**config.mk**
```make
export PLATFORM = sky130hd
export DESIGN_NAME = inst_decoder
export DESIGN_NICKNAME = d
export VERILOG_FILES = /design/src/design/cpu_pkg.sv /design/src/design/inst_decoder.sv
export SDC_FILE = /design/constraint.sdc
export NUM_CORES = 1
export LEC_CHECK = 0
export BUFFER_PORTS_ARGS = -buffer_cell sky130_fd_sc_hd__buf_4
export CAP_MARGIN = 20
export CORE_MARGIN = 2
export CORE_UTILIZATION = 25
export DETAILED_ROUTE_END_ITERATION = 8
export SLEW_MARGIN = 20
export SYNTH_ARGS = -nofsm -noshare
export SYNTH_HDL_FRONTEND = slang
export SYNTH_SLANG_ARGS = --single-unit
```
**constraint.sdc**
```tcl
create_clock -name clk -period 3.05 [get_ports clk]
set_input_delay 0.61 -clock clk [delete_from_list [all_inputs] [get_ports clk]]
set_output_delay 0.61 -clock clk [all_outputs]
set_load 0.05 [all_outputs]
```
**src/design/cpu_pkg.sv**
```systemverilog
package cpu_pkg;

	localparam int word_w  = 16;
	localparam int reg_aw  = 3;
	localparam int imem_aw = 8;
	localparam int dmem_aw = 6;

	// Major opcode in inst[15:11]
	typedef enum logic [4:0] {
		op_nop   = 5'b00001,
		op_b     = 5'b00010,
		op_beqz  = 5'b00100,
		op_addiu = 5'b01001,
		op_li    = 5'b01101,
		op_lw    = 5'b10011,
		op_sw    = 5'b11011,
		op_rrr   = 5'b11100,
		op_rr    = 5'b11101,
		op_halt  = 5'b11111
	} opcode_e;

	// Function codes, inst[1:0] for RRR and inst[4:0] for RR
	localparam logic [1:0] fn_addu = 2'b01;
	localparam logic [1:0] fn_subu = 2'b11;
	localparam logic [4:0] fn_and  = 5'b01100;
	localparam logic [4:0] fn_or   = 5'b01101;
	localparam logic [4:0] fn_slt  = 5'b00010;

	typedef enum logic [2:0] {
		alu_add,
		alu_sub,
		alu_and,
		alu_or,
		alu_slt,
		alu_pass_b
	} alu_op_e;

	typedef enum logic [1:0] {
		seq_idle,
		seq_issue,
		seq_wait,
		seq_halted
	} seq_state_e;

	typedef struct packed {
		logic              valid;
		logic [word_w-1:0] pc;
		logic [word_w-1:0] inst;
	} fetch_t;

	typedef struct packed {
		logic              valid;
		logic [word_w-1:0] pc;
		alu_op_e           alu_op;
		logic [word_w-1:0] op_a;
		logic [word_w-1:0] op_b;
		logic [word_w-1:0] store_data;
		logic              reg_we;
		logic [reg_aw-1:0] reg_addr;
		logic              mem_rd;
		logic              mem_we;
		logic              is_branch;
		logic              is_beqz;
		logic [word_w-1:0] br_off;
		logic              is_halt;
	} decode_t;

	typedef struct packed {
		logic              valid;
		logic [word_w-1:0] pc;
		logic [word_w-1:0] result;
		logic [word_w-1:0] store_data;
		logic              reg_we;
		logic [reg_aw-1:0] reg_addr;
		logic              mem_rd;
		logic              mem_we;
		logic              is_halt;
	} exec_t;

	// Fields not used by an instruction retire as zero
	typedef struct packed {
		logic               [word_w-1:0] pc;
		logic                            reg_we;
		logic               [reg_aw-1:0] reg_addr;
		logic               [word_w-1:0] reg_data;
		logic                            mem_we;
		logic              [dmem_aw-1:0] mem_addr;
		logic               [word_w-1:0] mem_data;
	} retire_t;

	typedef struct packed {
		logic              taken;
		logic [word_w-1:0] target;
	} redirect_t;

endpackage

```
**src/design/inst_decoder.sv**
```systemverilog
module inst_decoder (
	input  logic                       clk,
	input  logic                       rst,
	input  cpu_pkg::fetch_t            fetch,
	output logic [cpu_pkg::reg_aw-1:0] rd_addr_a,
	output logic [cpu_pkg::reg_aw-1:0] rd_addr_b,
	input  logic [cpu_pkg::word_w-1:0] rd_data_a,
	input  logic [cpu_pkg::word_w-1:0] rd_data_b,
	output cpu_pkg::decode_t           dec,
	output logic                       bad_opcode
);

	cpu_pkg::opcode_e op;
	cpu_pkg::decode_t dec_nx;
	logic [cpu_pkg::reg_aw-1:0] rx;
	logic [cpu_pkg::reg_aw-1:0] ry;
	logic [cpu_pkg::reg_aw-1:0] rz;
	logic [cpu_pkg::word_w-1:0] imm8_s;
	logic [cpu_pkg::word_w-1:0] imm8_z;
	logic [cpu_pkg::word_w-1:0] imm5_s;
	logic [cpu_pkg::word_w-1:0] imm11_s;
	logic unknown;

	assign op = cpu_pkg::opcode_e'(fetch.inst[15:11]);
	assign rx = fetch.inst[10:8];
	assign ry = fetch.inst[7:5];
	assign rz = fetch.inst[4:2];

	assign imm8_s = {{(cpu_pkg::word_w-8){fetch.inst[7]}}, fetch.inst[7:0]};
	assign imm8_z = {{(cpu_pkg::word_w-8){1'b0}}, fetch.inst[7:0]};
	assign imm5_s = {{(cpu_pkg::word_w-5){fetch.inst[4]}}, fetch.inst[4:0]};
	assign imm11_s = {{(cpu_pkg::word_w-11){fetch.inst[10]}}, fetch.inst[10:0]};

	// Port a always reads rx, port b reads ry
	assign rd_addr_a = rx;
	assign rd_addr_b = ry;

	always_comb begin
		dec_nx = '0;
		dec_nx.valid = 1'b1;
		dec_nx.pc = fetch.pc;
		dec_nx.alu_op = cpu_pkg::alu_pass_b;
		unknown = 1'b0;
		case (op)
			cpu_pkg::op_nop: begin
			end
			cpu_pkg::op_b: begin
				dec_nx.is_branch = 1'b1;
				dec_nx.br_off = imm11_s;
			end
			cpu_pkg::op_beqz: begin
				dec_nx.is_branch = 1'b1;
				dec_nx.is_beqz = 1'b1;
				dec_nx.op_a = rd_data_a;
				dec_nx.br_off = imm8_s;
			end
			cpu_pkg::op_addiu: begin
				dec_nx.alu_op = cpu_pkg::alu_add;
				dec_nx.op_a = rd_data_a;
				dec_nx.op_b = imm8_s;
				dec_nx.reg_we = 1'b1;
				dec_nx.reg_addr = rx;
			end
			cpu_pkg::op_li: begin
				dec_nx.op_b = imm8_z;
				dec_nx.reg_we = 1'b1;
				dec_nx.reg_addr = rx;
			end
			cpu_pkg::op_lw: begin
				dec_nx.alu_op = cpu_pkg::alu_add;
				dec_nx.op_a = rd_data_a;
				dec_nx.op_b = imm5_s;
				dec_nx.mem_rd = 1'b1;
				dec_nx.reg_we = 1'b1;
				dec_nx.reg_addr = ry;
			end
			cpu_pkg::op_sw: begin
				dec_nx.alu_op = cpu_pkg::alu_add;
				dec_nx.op_a = rd_data_a;
				dec_nx.op_b = imm5_s;
				dec_nx.store_data = rd_data_b;
				dec_nx.mem_we = 1'b1;
			end
			cpu_pkg::op_rrr: begin
				dec_nx.op_a = rd_data_a;
				dec_nx.op_b = rd_data_b;
				dec_nx.reg_addr = rz;
				if (fetch.inst[1:0] == cpu_pkg::fn_addu) begin
					dec_nx.alu_op = cpu_pkg::alu_add;
					dec_nx.reg_we = 1'b1;
				end else if (fetch.inst[1:0] == cpu_pkg::fn_subu) begin
					dec_nx.alu_op = cpu_pkg::alu_sub;
					dec_nx.reg_we = 1'b1;
				end else begin
					unknown = 1'b1;
				end
			end
			cpu_pkg::op_rr: begin
				// Result goes back to rx, SLT included
				dec_nx.op_a = rd_data_a;
				dec_nx.op_b = rd_data_b;
				dec_nx.reg_addr = rx;
				dec_nx.reg_we = 1'b1;
				if (fetch.inst[4:0] == cpu_pkg::fn_and) begin
					dec_nx.alu_op = cpu_pkg::alu_and;
				end else if (fetch.inst[4:0] == cpu_pkg::fn_or) begin
					dec_nx.alu_op = cpu_pkg::alu_or;
				end else if (fetch.inst[4:0] == cpu_pkg::fn_slt) begin
					dec_nx.alu_op = cpu_pkg::alu_slt;
				end else begin
					unknown = 1'b1;
				end
			end
			cpu_pkg::op_halt: begin
				dec_nx.is_halt = 1'b1;
			end
			default: begin
				unknown = 1'b1;
			end
		endcase
		// Unknown encodings stop the core like a halt
		if (unknown) begin
			dec_nx = '0;
			dec_nx.valid = 1'b1;
			dec_nx.pc = fetch.pc;
			dec_nx.alu_op = cpu_pkg::alu_pass_b;
			dec_nx.is_halt = 1'b1;
		end
	end

	always_ff @(posedge clk) begin
		if (rst) begin
			dec <= '0;
			bad_opcode <= 1'b0;
		end else begin
			if (fetch.valid) begin
				dec <= dec_nx;
			end else begin
				dec.valid <= 1'b0;
			end
			if (fetch.valid && unknown) begin
				bad_opcode <= 1'b1;
			end
		end
	end

endmodule

```
==> impl_metrics.toml, run 1 <==
[clock_network]
cts_tree = "done"
cts_buffers = 9
post_cts_resized = 0
htreeDepth = 3
cts_max_path_buffers = 2
post-cts-setup-buffer-count = 0
clk_pin_slew_worst_paths_ns = 0.06
cts_root_buf = "clkbuf_16"
clkLatencyLatePin_ns = 0.34
cts.sinks = 89
cts_hold_buf = 0

[sta]
tns_ns = 0
setup_viol = 0
fin_ws_ns = 0.999
slew_viol_final = 0
rsz0062_at_grt = "no"
relSlewSlack_pct = 46.3
fin_crit_ns = 2.05
fmax_mhz = 488
tightest_slew_ns = 0.804
clock_skew_ns = 0
fin_crit_sh_pct = 67.2
finalHoldViolCount = 0

[final_layout]
final_cell_mix = "buf_4 (170), dfxtp_1 (89), a22o_1 (64), nor2_1 (27), mux2i_1 (18)"
drive_gt1_share_pct = 39.8
area_growth_pct = 44.8
post-route-util_pct = 37.4
stdcell_count = 675
fillCellCount = 1427
nNetsFinal = 557
mostFrequentLayoutCell = "buf_4"
diodes = 0

[floorplanning]
io_pins = 167
fp.dieW_microns = 124
start_util_pct = 25.8
core_area_sq_um = 14000
row_count = 43
die-area_sq_um = 15400
die_h_microns = 124

[yosys]
synth_top_family_by_area = "compound AO/OA/AOI/OAI gates"
synthMuxAreaShare_pct = 4.99
synth-edff-count = 0
synthCells = 346
synthArstFlopShare_pct = 0
ys_types = 49
synth_seq_area_share_pct = 49.3
synth-adder-area-share_pct = 0
synth.cell_area_sq_um = 3610
synth_compound_area_share_pct = 27.1
synth_ff_type = "dfxtp_1"
syn_area_per_cell_sq_um = 10.4
syn_nets = 413
yosys_warnings = 0
synth-simple-area-share_pct = 12.2
synthXorXnorAreaFrac_pct = 0.242
ys_ff_latch = 89

[global_routing]
grtUsageMet1_pct = 19.1
grt_use_met3_pct = 4.17
met2_usage_pct = 22.8
grt_pass1_wl_microns = 17700
antenna_found_initial = 0
grt_max_degree = 33
grt_pass1_vias = 3078
grt_use_total_pct = 14.4
grt_overflow = 0
gr-max-usage-layer = "met2"

[placed_design]
pre_cts_slack_ns = 0.654
port-buffer-count = 166
place_congestion = 0.818
dp.final_hpwl_microns = 8490
place.detailed.instances = 659

[critical_path]
cp_num_buf_inv = 1
slowest_stage = "a221oi_4"
startpoint = "fetch[12]"
crit_type = "primary input to register"
startpoint_type = "primary input"
crit_fanout = 16
r2r_start = "dec[15]"
path_cells = "buf_4 > nor3b_1 > o21ai_1 > a221oi_4 > a22o_1"
reg2reg_slack_ns = 2.24
endpoint = "dec[62]"
reg2regPathDepth = 2
slowest_delay_ns = 0.69
end_kind = "register"
worstPathArrival_ns = 2.33
critPathTopFamily = "compound AO/OA/AOI/OAI gates"
cp.depth = 5
required_ns = 3.32
reg2reg_to = "dec[15]"

[route]
drtAntennaViolNets = 0
drc = 0
wl_microns = 11300
drt-initial-drc-count = 219
wl_per_cell_microns = 16.7
vias = 3213
dr.pass1.iters = 4
viasPerCell = 4.76

[hold_path]
hp-start = "dec[19]"
holdPathStages = 1
min_path_type = "register to register"

[status]
status = "completed"

[power]
powerDensity_nw_per_um2 = 534
max-vdd-ir-drop_v = 0.000247
p_leak_uw = 0.00237

[flow_run]
drv_cap = 0
==> final cells by class <==
type	count	area [sq um]	area share (%)
inverters	3	11.3	0.215
multi-input cells	217	1620	30.9
clock buffers	9	225	4.31
clock inverters	7	93.8	1.79
flip-flops and latches	89	1780	34.1
repair buffers	170	1280	24.4
well taps	180	225	4.31
==> synth_stat cells, types with 2 or more instances <==
master | instances | share of area [%]
dfxtp_1 | 89 | 49
a22o_1 | 64 | 16
nor2_1 | 28 | 2.9
mux2i_1 | 18 | 5.0
nand2_1 | 17 | 1.8
clkbuf_1 | 15 | 1.6
o21ai_0 | 13 | 1.8
buf_4 | 11 | 2.3
nand2b_1 | 9 | 1.6
buf_2 | 7 | 0.97
a211oi_1 | 6 | 1.2
and3b_1 | 5 | 1.2
a21o_1 | 4 | 0.83
a32oi_1 | 4 | 0.97
a21oi_1 | 3 | 0.42
and2_1 | 3 | 0.52
buf_6 | 3 | 0.94
inv_1 | 3 | 0.31
nor2b_1 | 3 | 0.52
nor3b_1 | 3 | 0.62
o2bb2ai_1 | 3 | 0.73
a21boi_0 | 2 | 0.42
a221oi_4 | 2 | 1.5
a22oi_1 | 2 | 0.42
and4b_1 | 2 | 0.55
o21a_1 | 2 | 0.42
o21bai_1 | 2 | 0.42
or4b_2 | 2 | 0.55
==> metal layers <==
metal	wire (microns)	part of all wire, %
met1	4960	44
met2	5450	48
met3	720	6.4
met4	119	1.1
met5	0	0
==> sequential cells by signal, summed over array words and instances (netlist names) <==
register	count
bad_opcode	1
dec	88
==> per-stage QoR <==
stage | instance area, sq um | hold slack, ns | power, uW
CTS | 5230 | 0.456 | 2840
detailed placement | 4910 | 0.442 | 1650
global route | 5230 | 0.468 | 2910
global placement | 4910 | 0.436 | 1640
finish | 5230 | 0.455 | 2790
floorplan | 3610 | 0.691 | 1490
==> worst min-delay path by stage <==
| stage | end |
|---|---|
| after floorplan | dec[74] |
| after global placement | dec[19] |
| after detailed placement | dec[19] |
| after CTS | dec[19] |
| after global routing | dec[71] |
| final | dec[19] |
==> kinds of logic after synthesis <==
| logic type | count (synthesis) |
|---|---|
| DFF | 89 |
| buffers and inverters | 40 |
| AOI/OAI and AO/OA | 116 |
| and+or+nand+nor | 82 |
| xor gates and xnor gates | 1 |
| muxes | 18 |
==> power breakdown <==
group | internal, uW | total [uW] | switching, uW
Combinational | 151 | 409 | 259
Clock | 717 | 1170 | 457
Sequential | 1190 | 1210 | 16.6
==> worst register-to-register path, cell delays in order, from the launching register on <==
cell and delay [ns]:
dfxtp_1 0.45, nor2_1 0.07, a211oi_1 0.21
Power figures use the tool's default switching activity.
==> inputs of run 2 (changes only) <==
==> constraint.sdc (replaced) <==
create_clock -name clk -period 1.85 [get_ports clk]
set_input_delay 0.37 -clock clk [delete_from_list [all_inputs] [get_ports clk]]
set_output_delay 0.37 -clock clk [all_outputs]
set_load 0.05 [all_outputs]
==> impl_metrics.toml, run 2 (synthesis results as in run 1) <==
[sta]
relSlewSlack_pct = 69.5
slew_viol_final = 0
fmax_mhz = 698
tightest_slew_ns = 0.458
clock_skew_ns = 0
fin_crit_ns = 1.43
fin_crit_sh_pct = 77.4
finalHoldViolCount = 0
setup_viol = 0
rsz0062_at_grt = "no"
tns_ns = 0

[route]
viasPerCell = 4.84
wl_per_cell_microns = 16.8
drt-initial-drc-count = 193
dr.pass1.iters = 4
vias = 3324
drc = 0
wl_microns = 11500
drtAntennaViolNets = 0

[critical_path]
startpoint_type = "primary input"
reg2reg_slack_ns = 1.04
required_ns = 2.13
startpoint = "fetch[2]"
endpoint = "dec[63]"
crit_fanout = 15
r2r_start = "dec[15]"
reg2reg_to = "dec[15]"
end_kind = "register"
worstPathArrival_ns = 1.72
reg2regPathDepth = 2
crit_type = "primary input to register"

[floorplanning]
core_area_sq_um = 14000
io_pins = 167
fp.dieW_microns = 124
start_util_pct = 25.8
die_h_microns = 124
row_count = 43
die-area_sq_um = 15400

[clock_network]
cts_tree = "done"
cts_root_buf = "clkbuf_16"
post-cts-setup-buffer-count = 0
clk_pin_slew_worst_paths_ns = 0.06
htreeDepth = 3
cts.sinks = 89
cts_buffers = 9
cts_max_path_buffers = 2
post_cts_resized = 0
clkLatencyLatePin_ns = 0.34
cts_hold_buf = 0

[final_layout]
drive_gt1_share_pct = 41.0
top_register = "dec"
diodes = 0
final_cell_mix = "buf_4 (179), dfxtp_1 (89), a22o_1 (64), nor2_1 (27), mux2i_1 (18)"
top_regs = "dec x88, bad_opcode x1"
mostFrequentLayoutCell = "buf_4"
area_growth_pct = 47.9
post-route-util_pct = 38.2
largest_register_ffs = 88
nNetsFinal = 569

[power]
p_clk_share_pct = 40.8
switchingPower_uw = 1230
internal-power_uw = 3320
powerDensity_nw_per_um2 = 851
p_comb_share_pct = 15.4
max-vdd-ir-drop_v = 0.000434
switching_share_pct = 27.0
p_seq_share_pct = 43.8
p_leak_uw = 0.00243

[global_routing]
grt_pass1_wl_microns = 18200
grt_use_total_pct = 14.8
grt_overflow = 0
antenna_found_initial = 0
grt_max_degree = 63
grt_pass1_vias = 3262

[placed_design]
place_congestion = 0.811
port-buffer-count = 166
dp.final_hpwl_microns = 8720

[status]
status = "completed"

[hold_path]
min_path_type = "primary input to register"

[flow_run]
drv_cap = 0
-- run 2: worst max-delay path, stage by stage --
cell and delay (ns):
buf_4 0.14, nor3b_1 0.30, nand2_2 0.22, a221oi_4 0.38, buf_12 0.18, a22o_1 0.12
-- run 2: how the worst min path moves through the flow --
stage / from / endpoint / slack (ns) / depth (start not counted)
final: rd_data_a[2] / dec[59] / 0.24 / 2
after global routing: rd_data_a[11] / dec[68] / 0.22 / 2
after global placement: dec[19] / dec[19] / 0.43 / 1
after CTS: rd_data_a[9] / dec[66] / 0.22 / 2
after floorplan: fetch[0] / dec[1] / 0.50 / 1
after detailed placement: dec[19] / dec[19] / 0.46 / 1
-- run 2: layout make-up --
type / count / area (sq um)
fillers: 1408 / 8650
flip-flops and latches: 89 / 1780
multi-input cells: 217 / 1620
repair buffers: 182 / 1400
clock buffers: 11 / 243
well taps: 180 / 225
clock inverters: 5 / 62.6
inverters: 3 / 11.3
-- run 2: metrics by stage --
step           area [sq um]  setup slack [ns]  instances  total power (uW)  hold slack (ns)
6_report               5340             0.417        687              4550            0.240
5_1_grt                5340             0.264        687              4730            0.219
4_1_cts                5340             0.398        687              4630            0.219
3_5_place_dp           5040            0.0522        671              2740            0.455
3_3_place_gp           5040            0.0750        671              2730            0.434
2_1_floorplan          3610             0.190        346              2450            0.496
-- run 2: power groups by stage --
| stage | logic [uW] | clock network [uW] | registers (uW) |
|---|---|---|---|
| floorplan | 258 | 0 | 2190 |
| global placement | 696 | 0 | 2030 |
| global route | 740 | 2000 | 2000 |
| detailed placement | 703 | 0 | 2030 |
| CTS | 704 | 1930 | 1990 |
| finish | 699 | 1860 | 1990 |
-- run 2: routing by layer --
| layer | wire length [microns] | share of wire (%) | vias to the layer above | global-route usage (%) |
|---|---|---|---|---|
| li1 | - | - | 1598 | - |
| met1 | 4910 | 43 | 1585 | 18.4 |
| met2 | 5550 | 48 | 128 | 24.0 |
| met3 | 901 | 7.8 | 13 | 5.29 |
| met4 | 164 | 1.4 | 0 | 4.16 |
| met5 | 0 | 0 | - | 0 |
==> inputs of run 3 (changes only) <==
--- a/config.mk
+++ b/config.mk
@@ -5,6 +5,7 @@
 export SDC_FILE = /design/constraint.sdc
 export NUM_CORES = 1
 export LEC_CHECK = 0
+export ABC_AREA = 1
 export BUFFER_PORTS_ARGS = -buffer_cell sky130_fd_sc_hd__buf_4
 export CAP_MARGIN = 20
 export CORE_MARGIN = 2
==> constraint.sdc (replaced) <==
create_clock -name clk -period 1.4 [get_ports clk]
set_input_delay 0.28 -clock clk [delete_from_list [all_inputs] [get_ports clk]]
set_output_delay 0.28 -clock clk [all_outputs]
set_load 0.05 [all_outputs]
==> impl_metrics.toml, run 3 <==
[power]
p_total_uw = 6480
powerDensity_nw_per_um2 = 1120
p_leak_uw = 0.00277
p_clk_share_pct = 42.9
p_comb_share_pct = 16.3
switchingPower_uw = 1680
max-vdd-ir-drop_v = 0.000538
switching_share_pct = 26.0
internal-power_uw = 4800
p_seq_share_pct = 40.8

[yosys]
yosys_warnings = 0
synthXorXnorAreaFrac_pct = 0
synth.most_common_cell = "nand2_1"
synthArstFlopShare_pct = 0
ys_types = 28
synthTopCellsByArea = "dfxtp_1 (48%), nand2_1 (16%), o21ai_0 (6.7%), nor2_1 (6.2%), a22o_1 (4.5%)"
synth_top_family_by_area = "simple AND/OR/NAND/NOR gates"
synthMuxAreaShare_pct = 0
synth_compound_area_share_pct = 16.7
synth-simple-area-share_pct = 27.3
synth.cell_area_sq_um = 3720
synth_top_area_cell = "dfxtp_1"
synthTopCellsByCount = "nand2_1 (157), dfxtp_1 (89), nor2_1 (61), o21ai_0 (50), inv_1 (24)"
netlist.area_leader.share_pct = 47.9
synth_ff_type = "dfxtp_1"
ys_ff_latch = 89
syn_nets = 570
synth-adder-area-share_pct = 0
synthCells = 503
syn_area_per_cell_sq_um = 7.39
synth_seq_area_share_pct = 47.9
synth-edff-count = 0

[placed_design]
placed_area_sq_um = 5460
place_congestion = 0.856
port-buffer-count = 166
dp.final_hpwl_microns = 8980
pre_cts_slack_ns = -0.263

[sta]
setup_viol = 0
fin_crit_ns = 1.29
tns_ns = 0
tightest_slew_ns = 0.329
rsz0062_at_grt = "no"
finalHoldViolCount = 0
slew_viol_final = 0
fin_ws_ns = 0.110
relSlewSlack_pct = 78.0
fmax_mhz = 775
fin_crit_sh_pct = 92.1
clock_skew_ns = 0
whs_ns = 0.148

[route]
wl_per_cell_microns = 13.7
vias = 3830
wl_microns = 12100
drt-initial-drc-count = 174
top_layer = "met4"
viasPerCell = 4.34
dr.pass1.iters = 4
drtAntennaViolNets = 0
drc = 0
met1_length_microns = 5460
dr_wl_met2_microns = 5440
wl_met3_microns = 1070

[final_layout]
fillCellCount = 1569
seq_area_sq_um = 1780
top_regs = "dec x88, bad_opcode x1"
nNetsFinal = 760
top_register = "dec"
final_cell_mix = "buf_4 (206), nand2_1 (157), dfxtp_1 (89), nor2_1 (58), o21ai_0 (50)"
area_growth_pct = 56.3
postLayoutCellArea_sq_um = 5810
multi_input_area_sq_um = 1650
largest_register_ffs = 88
mostFrequentLayoutCell = "buf_4"
drive_gt1_share_pct = 35.7
diodes = 0

[floorplanning]
row_count = 44
fp.dieW_microns = 126
core_area_sq_um = 14500
io_pins = 167
die-area_sq_um = 15900
start_util_pct = 25.6
die_h_microns = 126

[critical_path]
reg2reg_to = "dec[15]"
slowest_stage = "dfxtp_1"
r2r_start = "dec[15]"
cp.depth = 1
required_ns = 1.12
reg2reg_slack_ns = 0.72
crit_type = "register to primary output"
cp_num_buf_inv = 1
startpoint_type = "register"
worstPathArrival_ns = 1.01
reg2regPathDepth = 1
path_cells = "buf_4"
critPathTopFamily = "flip-flops"
crit_fanout = 7
end_kind = "primary output"
endpoint = "dec[14]"
startpoint = "dec[15]"
slowest_delay_ns = 0.43

[clock_network]
clk_pin_slew_worst_paths_ns = 0.06
cts_hold_buf = 0
cts_buffers = 9
post_cts_resized = 0
cts_tree = "done"
post-cts-setup-buffer-count = 0
cts_max_path_buffers = 2
htreeDepth = 3
cts_root_buf = "clkbuf_16"
cts.sinks = 89
clkLatencyLatePin_ns = 0.34

[global_routing]
antenna_found_initial = 0
grt_max_degree = 48
grt_use_total_pct = 15.3
grt_pass1_wl_microns = 19500
grt_pass1_vias = 3695
grt_overflow = 0

[hold_path]
min_path_type = "primary input to register"

[status]
status = "completed"

[flow_run]
drv_cap = 0
[run 3: layout make-up]
type | count | share of cell area, %
clock inverter | 5 | 1.77
tap | 184 | 3.96
inverter | 31 | 2.00
sequential | 89 | 30.7
timing repair buffer | 213 | 29.0
clock buffer | 11 | 4.18
multi-input combinational | 349 | 28.4
[run 3: worst min path at each step]
stage | start | to | slack [ns] | cells after the start
floorplan | fetch[16] | dec[76] | 0.41 | 1
finish | fetch[27] | dec[87] | 0.15 | 2
detailed placement | dec[73] | dec[73] | 0.44 | 2
global route | fetch[29] | dec[89] | 0.13 | 2
CTS | fetch[29] | dec[89] | 0.13 | 2
global placement | dec[5] | dec[5] | 0.44 | 2
[run 3: per-stage QoR]
step | utilization (%) | cells
after floorplan | - | 503
final | 40.0 | 882
after global placement | 37.6 | 866
after detailed placement | 37.6 | 866
after global routing | 40.0 | 882
after CTS | 39.9 | 882
[run 3: kinds of logic (layout without fill, tap and decap cells)]
kind of cell	count (synthesis)	after routing
AOI/OAI and AO/OA	100	100
buffers and inverters	65	260
DFF	89	89
and+or+nand+nor	249	249
[run 3: power by group through the flow]
stage | Combinational (uW) | Clock, uW | Sequential, uW
after floorplan | 344 | 0 | 2940
after global placement | 1060 | 0 | 2700
after detailed placement | 1060 | 0 | 2700
after CTS | 1070 | 2880 | 2640
after global routing | 1140 | 2960 | 2650
final | 1060 | 2780 | 2640
[run 3: routing by layer]
layer / global-route usage (%) / vias to the layer above
met3: 6.03 / 7
met1: 19.3 / 1696
li1: - / 2008
met5: 0 / -
met2: 24.7 / 119
met4: 3.68 / 0
